<file path="src/eth_udp_pkg.sv">
`default_nettype none

package eth_udp_pkg;

    // Payload bytes carried by every frame.
    localparam int unsigned PAYLOAD_BYTES = 4;

    // System clock cycles per PHY nibble slot.
    localparam int unsigned TICK_DIVIDER = 4;

    // Interframe gap, counted in PHY ticks.
    localparam int unsigned GAP_NIBBLES = 24;

    // IPv4 and UDP header sizes in bytes.
    localparam int unsigned IP_HEADER_BYTES  = 20;
    localparam int unsigned UDP_HEADER_BYTES = 8;
    localparam int unsigned UDP_TOTAL_BYTES  = UDP_HEADER_BYTES + PAYLOAD_BYTES;
    localparam int unsigned IP_TOTAL_BYTES   = IP_HEADER_BYTES + UDP_TOTAL_BYTES;

    // Preamble and SFD (8 bytes), Ethernet header (14 bytes), then the IP packet.
    localparam int unsigned FRAME_NIBBLES = 2 * (8 + 14 + IP_TOTAL_BYTES);
    localparam int unsigned FRAME_BITS    = 4 * FRAME_NIBBLES;

    // Bit position of the IP header inside the frame register.
    localparam int unsigned IP_HEADER_LSB = 8 * UDP_TOTAL_BYTES;

    // Bit position of the checksum field inside the IP header.
    localparam int unsigned IP_CHECKSUM_LSB = 64;

    // Fixed frame fields.
    localparam logic [7:0]  PREAMBLE_BYTE   = 8'hAA;
    localparam logic [7:0]  SFD_BYTE        = 8'hAB;
    localparam logic [15:0] ETHER_TYPE_IPV4 = 16'h0800;
    localparam logic [3:0]  IP_VERSION      = 4'd4;
    localparam logic [3:0]  IP_IHL          = 4'd5;
    // Requests high throughput and reliability.
    localparam logic [7:0]  IP_TOS          = 8'h0C;
    localparam logic [15:0] IP_ID           = 16'h0000;
    localparam logic [2:0]  IP_FLAGS        = 3'b000;
    localparam logic [12:0] IP_FRAG_OFFSET  = 13'd0;
    localparam logic [7:0]  IP_TTL          = 8'hFF;
    localparam logic [7:0]  IP_PROTOCOL_UDP = 8'h11;

    // Address, port and payload types.
    typedef logic [47:0] mac_addr_t;
    typedef logic [31:0] ip_addr_t;
    typedef logic [15:0] udp_port_t;
    typedef logic [8*PAYLOAD_BYTES-1:0] payload_t;

    // Header, checksum and PHY data types.
    typedef logic [8*IP_HEADER_BYTES-1:0] ip_header_t;
    typedef logic [15:0] checksum_t;
    typedef logic [3:0] nibble_t;
    typedef logic [FRAME_BITS-1:0] frame_t;

    // Counter types.
    typedef logic [$clog2(FRAME_NIBBLES+1)-1:0] nibble_count_t;
    typedef logic [$clog2(GAP_NIBBLES+1)-1:0] gap_count_t;
    typedef logic [$clog2(TICK_DIVIDER)-1:0] tick_count_t;

    // Terminal counts.
    localparam nibble_count_t LAST_NIBBLE    = nibble_count_t'(FRAME_NIBBLES - 1);
    localparam gap_count_t    LAST_GAP_TICK  = gap_count_t'(GAP_NIBBLES - 1);
    localparam tick_count_t   LAST_TICK_COUNT = tick_count_t'(TICK_DIVIDER - 1);

    // Transmit control states.
    typedef enum logic [1:0] {
        TX_IDLE,
        TX_CHECKSUM,
        TX_SEND,
        TX_GAP
    } tx_state_t;

endpackage

`default_nettype wire

</file>
<file path="src/ip_checksum.sv">
`timescale 1ns/1ps
`default_nettype none

module ip_checksum (
    input  wire eth_udp_pkg::ip_header_t ip_header,
    output eth_udp_pkg::checksum_t       checksum
);

    // Header copy with the checksum field cleared.
    eth_udp_pkg::ip_header_t masked_header;

    // Ten 16 bit words need four carry bits.
    logic [19:0] word_sum;

    // Carry folding stages.
    logic [16:0] fold_once;
    logic [15:0] fold_twice;

    // Sum all header words.
    // The checksum field counts as zero here.
    always_comb begin
        masked_header = ip_header;
        masked_header[eth_udp_pkg::IP_CHECKSUM_LSB +: 16] = '0;
        word_sum = '0;
        for (int i = 0; i < eth_udp_pkg::IP_HEADER_BYTES / 2; i++) begin
            word_sum = word_sum + 20'(masked_header[16*i +: 16]);
        end
    end

    // First fold adds the upper carries back into the low word.
    assign fold_once = {1'b0, word_sum[15:0]} + 17'(word_sum[19:16]);

    // Second fold catches the carry out of the first one.
    assign fold_twice = fold_once[15:0] + 16'(fold_once[16]);

    // One's complement of the folded sum.
    assign checksum = ~fold_twice;

endmodule

`default_nettype wire

</file>
<file path="src/phy_tick_gen.sv">
`timescale 1ns/1ps
`default_nettype none

module phy_tick_gen (
    input  wire  clk,
    input  wire  reset,
    output logic tick
);

    // Position inside the current PHY slot.
    eth_udp_pkg::tick_count_t count;

    // Free running divider.
    // The tick is registered so it lasts exactly one clk cycle.
    always_ff @(posedge clk) begin
        if (reset) begin
            count <= '0;
            tick  <= 1'b0;
        end else begin
            tick <= (count == eth_udp_pkg::LAST_TICK_COUNT);
            if (count == eth_udp_pkg::LAST_TICK_COUNT) begin
                count <= '0;
            end else begin
                count <= count + 1'b1;
            end
        end
    end

    // Nibble hold time in the controller relies on isolated ticks.
    tick_single_cycle: assert property (
        @(posedge clk) disable iff (reset) tick |=> !tick
    );

endmodule

`default_nettype wire

</file>
<file path="src/udp_frame_reg.sv">
`timescale 1ns/1ps
`default_nettype none

module udp_frame_reg (
    input  wire                           clk,
    input  wire                           reset,
    input  wire                           load,
    input  wire                           insert_checksum,
    input  wire                           shift,
    input  wire eth_udp_pkg::payload_t    payload,
    input  wire eth_udp_pkg::mac_addr_t   src_mac,
    input  wire eth_udp_pkg::mac_addr_t   dest_mac,
    input  wire eth_udp_pkg::ip_addr_t    src_ip,
    input  wire eth_udp_pkg::ip_addr_t    dest_ip,
    input  wire eth_udp_pkg::udp_port_t   src_port,
    input  wire eth_udp_pkg::udp_port_t   dest_port,
    input  wire eth_udp_pkg::checksum_t   checksum,
    output eth_udp_pkg::ip_header_t       ip_header,
    output eth_udp_pkg::nibble_t          tx_d
);

    // Whole frame, first nibble on top.
    eth_udp_pkg::frame_t frame;

    // IP header as built at load time.
    eth_udp_pkg::ip_header_t load_header;

    // Checksum field starts as zero.
    assign load_header = {
        eth_udp_pkg::IP_VERSION,
        eth_udp_pkg::IP_IHL,
        eth_udp_pkg::IP_TOS,
        16'(eth_udp_pkg::IP_TOTAL_BYTES),
        eth_udp_pkg::IP_ID,
        eth_udp_pkg::IP_FLAGS,
        eth_udp_pkg::IP_FRAG_OFFSET,
        eth_udp_pkg::IP_TTL,
        eth_udp_pkg::IP_PROTOCOL_UDP,
        16'h0000,
        src_ip,
        dest_ip
    };

    // Load builds the frame and checksum insert patches one field.
    // Shift moves the next nibble to the top.
    always_ff @(posedge clk) begin
        if (load) begin
            frame <= {
                {7{eth_udp_pkg::PREAMBLE_BYTE}},
                eth_udp_pkg::SFD_BYTE,
                dest_mac,
                src_mac,
                eth_udp_pkg::ETHER_TYPE_IPV4,
                load_header,
                src_port,
                dest_port,
                16'(eth_udp_pkg::UDP_TOTAL_BYTES),
                // UDP checksum stays zero.
                16'h0000,
                payload
            };
        end else if (insert_checksum) begin
            frame[eth_udp_pkg::IP_HEADER_LSB + eth_udp_pkg::IP_CHECKSUM_LSB +: 16] <= checksum;
        end else if (shift) begin
            frame <= {frame[eth_udp_pkg::FRAME_BITS-5:0], 4'h0};
        end
    end

    // Header view for the checksum unit; valid until the first shift.
    assign ip_header = frame[eth_udp_pkg::IP_HEADER_LSB +: 8*eth_udp_pkg::IP_HEADER_BYTES];

    // Current nibble on the PHY.
    assign tx_d = frame[eth_udp_pkg::FRAME_BITS-1 -: 4];

    // A new frame must never land while the previous one is shifting.
    load_shift_exclusive: assert property (
        @(posedge clk) disable iff (reset) !(load && shift)
    );

endmodule

`default_nettype wire

</file>
<file path="src/udp_tx_ctrl.sv">
`timescale 1ns/1ps
`default_nettype none

module udp_tx_ctrl (
    input  wire  clk,
    input  wire  reset,
    input  wire  send,
    input  wire  tick,
    output logic load,
    output logic insert_checksum,
    output logic shift,
    output logic ready,
    output logic tx_en
);

    eth_udp_pkg::tx_state_t     state;
    eth_udp_pkg::nibble_count_t nibble_count;
    eth_udp_pkg::gap_count_t    gap_count;

    // Send edge detection.
    logic send_prev;
    logic send_edge;

    // Starts high so a send held through reset is not an edge.
    always_ff @(posedge clk) begin
        if (reset) begin
            send_prev <= 1'b1;
        end else begin
            send_prev <= send;
        end
    end

    assign send_edge = send && !send_prev;

    // Edges outside idle are dropped.
    assign load = (state == eth_udp_pkg::TX_IDLE) && send_edge;

    // One cycle to register the checksum.
    assign insert_checksum = (state == eth_udp_pkg::TX_CHECKSUM);

    // The first tick only shows nibble 0 and later ticks advance.
    assign shift = (state == eth_udp_pkg::TX_SEND) && tick && tx_en &&
                   (nibble_count != eth_udp_pkg::LAST_NIBBLE);

    always_ff @(posedge clk) begin
        if (reset) begin
            state        <= eth_udp_pkg::TX_IDLE;
            ready        <= 1'b1;
            tx_en        <= 1'b0;
            nibble_count <= '0;
            gap_count    <= '0;
        end else begin
            case (state)
                eth_udp_pkg::TX_IDLE: begin
                    if (send_edge) begin
                        ready <= 1'b0;
                        state <= eth_udp_pkg::TX_CHECKSUM;
                    end
                end
                eth_udp_pkg::TX_CHECKSUM: begin
                    state <= eth_udp_pkg::TX_SEND;
                end
                eth_udp_pkg::TX_SEND: begin
                    if (tick) begin
                        if (!tx_en) begin
                            // Frame starts on the PHY.
                            tx_en        <= 1'b1;
                            nibble_count <= '0;
                        end else if (nibble_count == eth_udp_pkg::LAST_NIBBLE) begin
                            // Last nibble has had its full slot.
                            tx_en     <= 1'b0;
                            gap_count <= '0;
                            state     <= eth_udp_pkg::TX_GAP;
                        end else begin
                            nibble_count <= nibble_count + 1'b1;
                        end
                    end
                end
                eth_udp_pkg::TX_GAP: begin
                    if (tick) begin
                        if (gap_count == eth_udp_pkg::LAST_GAP_TICK) begin
                            ready <= 1'b1;
                            state <= eth_udp_pkg::TX_IDLE;
                        end else begin
                            gap_count <= gap_count + 1'b1;
                        end
                    end
                end
                default: begin
                    state <= eth_udp_pkg::TX_IDLE;
                end
            endcase
        end
    end

    // Busy and idle indications never overlap.
    ready_tx_exclusive: assert property (
        @(posedge clk) disable iff (reset) !(ready && tx_en)
    );

endmodule

`default_nettype wire

</file>
<file path="src/udp_tx_top.sv">
`timescale 1ns/1ps
`default_nettype none

module udp_tx_top (
    input  wire                         clk,
    input  wire                         reset,
    input  wire                         send,
    input  wire eth_udp_pkg::payload_t  payload,
    input  wire eth_udp_pkg::mac_addr_t src_mac,
    input  wire eth_udp_pkg::mac_addr_t dest_mac,
    input  wire eth_udp_pkg::ip_addr_t  src_ip,
    input  wire eth_udp_pkg::ip_addr_t  dest_ip,
    input  wire eth_udp_pkg::udp_port_t src_port,
    input  wire eth_udp_pkg::udp_port_t dest_port,
    output logic                        ready,
    output logic                        tx_en,
    output eth_udp_pkg::nibble_t        tx_d
);

    // PHY slot strobe.
    logic tick;

    // Frame register controls.
    logic load;
    logic insert_checksum;
    logic shift;

    // Checksum loop between the frame register and the adder.
    eth_udp_pkg::ip_header_t ip_header;
    eth_udp_pkg::checksum_t  checksum;

    phy_tick_gen i_tick_gen (
        .clk  (clk),
        .reset(reset),
        .tick (tick)
    );

    udp_tx_ctrl i_ctrl (
        .clk            (clk),
        .reset          (reset),
        .send           (send),
        .tick           (tick),
        .load           (load),
        .insert_checksum(insert_checksum),
        .shift          (shift),
        .ready          (ready),
        .tx_en          (tx_en)
    );

    udp_frame_reg i_frame_reg (
        .clk            (clk),
        .reset          (reset),
        .load           (load),
        .insert_checksum(insert_checksum),
        .shift          (shift),
        .payload        (payload),
        .src_mac        (src_mac),
        .dest_mac       (dest_mac),
        .src_ip         (src_ip),
        .dest_ip        (dest_ip),
        .src_port       (src_port),
        .dest_port      (dest_port),
        .checksum       (checksum),
        .ip_header      (ip_header),
        .tx_d           (tx_d)
    );

    ip_checksum i_checksum (
        .ip_header(ip_header),
        .checksum (checksum)
    );

endmodule

`default_nettype wire
</file>
<file path="config.mk">
export PLATFORM = sky130hd
export DESIGN_NAME = udp_tx_top
export DESIGN_NICKNAME = d
export VERILOG_FILES = /design/src/eth_udp_pkg.sv /design/src/ip_checksum.sv /design/src/phy_tick_gen.sv /design/src/udp_frame_reg.sv /design/src/udp_tx_ctrl.sv /design/src/udp_tx_top.sv
export SDC_FILE = /design/constraint.sdc
export NUM_CORES = 1
export LEC_CHECK = 0
export ABC_AREA = 1
export BUFFER_PORTS_ARGS = -buffer_cell sky130_fd_sc_hd__clkbuf_2
export CAP_MARGIN = 20
export CORE_UTILIZATION = 45
export CTS_CLUSTER_SIZE = 10
export DETAILED_ROUTE_END_ITERATION = 10
export HOLD_SLACK_MARGIN = 0.15
export PLACE_DENSITY = 0.66
export REMOVE_ABC_BUFFERS = 1
export SLEW_MARGIN = 40
export SYNTH_ARGS = -nofsm -noshare
export SYNTH_HDL_FRONTEND = slang
export SYNTH_SLANG_ARGS = --single-unit
export TNS_END_PERCENT = 20
</file>
<file path="constraint.sdc">
create_clock -name clk -period 13.8 [get_ports clk]
set_input_delay 1.38 -clock clk [delete_from_list [all_inputs] [get_ports clk]]
set_output_delay 1.38 -clock clk [all_outputs]
set_load 0.01 [all_outputs]
</file>
==> metrics <==
status=completed; final instance area=approximately 26000 um^2; min Tclk post-route=9200 ps; Clock Sink Count=452; CTS tree=built; Clock Latency Late Sink=620 ps; Die H=227 um; Yosys reg bits=452; layout net count=3180; sequential area share after synthesis=49.4%; RR Endpoint=i_frame_reg.frame[174]; Syn Inst Count=2651; Fin. Hold Viols=0; Core ar.=50200 um^2; WP data arrival=just under 10000 ps; most used cell, CP=nand3_1; FMAX=0.109 GHz; RSZ-0062 raised after global routing=no; Max Slew Vio Count=0; CP startpoint kind=flip-flop; Pwr per Cell Area=202 nW/um^2; dpl cells=3420; Die Span X=227 um; initial antenna violation count=3; Primary FF master, synth=dfxtp_1; Critical Path RT=between 10000 and 15000 ps; pin count of the biggest net entering global routing=229; Rel. slew slack=47.9%; CTS clk-pin slew, worst paths=60 ps; via count=17800; detailed placement HPWL=36.7 mm; setup bufs post-CTS=0; I/O pin total=233; dpl cell area=24500 um^2; CTS buffer count=54; fillers=4657; worst r2r path cells=53; port bufs=232; Area growth, synth to finish=14.3%; max-cap violation count=0; GRT Residual Overflow=0; DIE AREA=51700 um^2; final clock skew=between 20 and 30 ps; CTS max path bufs=3; CP max stage cell=fa_1; Starting Density=45.6%; worst r2r src=i_frame_reg.frame[96]; wire per inst=15.3 um; synthesized area per cell=8.63 um^2; Worst Hold Class=reg2reg; Crit Path Category=reg2reg; worst vdd ir=roughly 0.2 mV; R2R Setup Slk=4600 ps; DRC viols=0; number of DRC markers in iteration 0=1334; max incr delay on CP=around 490 ps; CP Max Fanout=5; Post-Layout Cell Count=3516; antenna viol nets, final=0; mapped cell area=roughly 23000 um^2; Distinct cells, synth=48; Tot GR Track Use=a little over a fifth; Post-CTS Resized=0; number of setup violations in the final report=0; Yosys Warn Count=0; GRT busiest layer=met2; CTS root buffer=clkbuf_16; Via-to-Cell Ratio=5.05; total negative slack=0 ps; Final period util=66.7%; Post-CTS Hold Buffers=0; static leakage=12.2 nW; vias in the first global route=17400; Worst Setup EP=i_frame_reg.frame[174]; Pre-antenna DRT Iters=5; FP Rows=between 80 and 90; GR Util met3=4.45%; Detailed Route WL=53.9 mm; start point of the critical path=i_frame_reg.frame[96]; GPL Wtd Cong=0.912; global-route wire length before repair=~90 mm; H-tree Lvls=2; total power=0.00529 W; met2 Track Usage GR=34.2%; layout cell share with drive strength beyond 1=12.9%; Setup crit end kind=flip-flop; Tightest Pin Transition=around 780 ps; number of synthesized flops with an enable pin=224; async set-reset flop share out of synthesis=0%; met1 Resource Use GR=slightly below 30%
## worst min path at each step
stage | slack (ps) | to | depth (start not counted) | start
6_report | 430 | i_tick_gen.count[0] | 1 | i_tick_gen.count[0]
5_1_grt | 460 | i_tick_gen.count[0] | 1 | i_tick_gen.count[0]
4_1_cts | 430 | i_tick_gen.count[0] | 1 | i_tick_gen.count[0]
3_5_place_dp | 430 | i_tick_gen.count[0] | 1 | i_tick_gen.count[0]
3_3_place_gp | 420 | i_tick_gen.count[0] | 1 | i_tick_gen.count[0]
2_1_floorplan | 400 | i_tick_gen.count[0] | 1 | i_tick_gen.count[0]
## cell usage in the layout (no fill, tap or decap), types with 49 or more instances in the layout
cell type,count
a21oi_1,82
clkbuf_16,54
clkbuf_2,232
dfxtp_1,228
edfxtp_1,224
fa_1,97
ha_1,49
inv_1,271
nand2_1,700
nand3_1,290
nor2_1,225
o21ai_0,168
## layout make-up
cell class / count / area [um^2] / share of cell area, %
multi-input cells: 1771 / 9950 / 38.0
clock buffers: 85 / 1500 / 5.73
clock inverters: 8 / 93.8 / 0.359
repair buffers: 246 / 1410 / 5.40
inverters: 281 / 1070 / 4.09
well taps: 672 / 841 / 3.21
flip-flops and latches: 452 / 11300 / 43.2
diodes: 1 / 2.50 / 0.00957
## synthesized netlist by cell type, drive strengths merged (5+ instances only)
| cell | n | share of area, % |
|---|---|---|
| fa | 97 | 8.5 |
| clkbuf | 113 | 1.9 |
| a21oi | 85 | 1.9 |
| o211ai | 16 | 0.53 |
| nand2 | 717 | 12 |
| xor2 | 15 | 0.61 |
| xnor2 | 7 | 0.27 |
| o21ai | 171 | 3.8 |
| inv | 279 | 4.6 |
| dfxtp | 228 | 20 |
| o21bai | 5 | 0.16 |
| nand4 | 16 | 0.46 |
| edfxtp | 224 | 29 |
| a31oi | 14 | 0.38 |
| nand3 | 298 | 6.7 |
| nor2 | 237 | 4.0 |
| ha | 50 | 2.7 |
| buf | 34 | 0.80 |
| o31ai | 17 | 0.56 |
| nor3 | 10 | 0.22 |
## cell families (layout without fill, tap and decap cells)
kind of cell | Yosys count | in the layout | share of synthesized area (%)
AO/OA/AOI/OAI | 318 | 318 | 7.66
other | 0 | 1 | 0
AND/OR/NAND/NOR | 1284 | 1284 | 23.6
buffers and inverters | 428 | 620 | 7.27
XOR/XNOR | 22 | 22 | 0.875
adder cells (fa/ha/maj) | 147 | 147 | 11.2
flip-flops | 452 | 452 | 49.4
## registers in the layout (all words and copies together), names as in the netlist
register             flops
i_frame_reg.frame      432
i_ctrl.nibble_count      7
i_ctrl.gap_count         5
i_ctrl.state             2
i_tick_gen.count         2
i_ctrl.ready             1
i_ctrl.send_prev         1
i_ctrl.tx_en             1
i_tick_gen.tick          1
## power by group
part,internal [W],total (W),switching (W)
sequential,0.00150,0.00154,0.0000367
combinational,0.000815,0.00246,0.00164
clock,0.000743,0.00130,0.000557
total,0.00306,0.00529,0.00223
## metrics by stage
| step | utilization [%] | setup WS (ps) | hold slack (ps) |
|---|---|---|---|
| global placement | 48.7 | 4940 | 415 |
| detailed placement | 48.8 | 4690 | 426 |
| finish | 52.1 | 4600 | 431 |
| CTS | 52.0 | 4640 | 434 |
| floorplan | - | -24470 | 403 |
| global route | 52.1 | 3600 | 458 |
## per-layer routing
metal | vias up | routed length, um | share of wire (%)
li1 | 8904 | - | -
met3 | 73 | 2870 | 5.3
met2 | 358 | 25200 | 47
met1 | 8427 | 24700 | 46
met4 | 2 | 1100 | 2.0
met5 | - | 12 | 0.022
## critical path: cells and delay by family, from the launching register on
| family | cells | cell delay, ps |
|---|---|---|
| flops | 1 | 350 |
| xor+xnor | 2 | 400 |
| buf+inv | 8 | 580 |
| simple gates | 27 | 2990 |
| compound gates | 6 | 1240 |
| fa+ha+maj | 10 | 3560 |
Power figures use the tool's default switching activity.
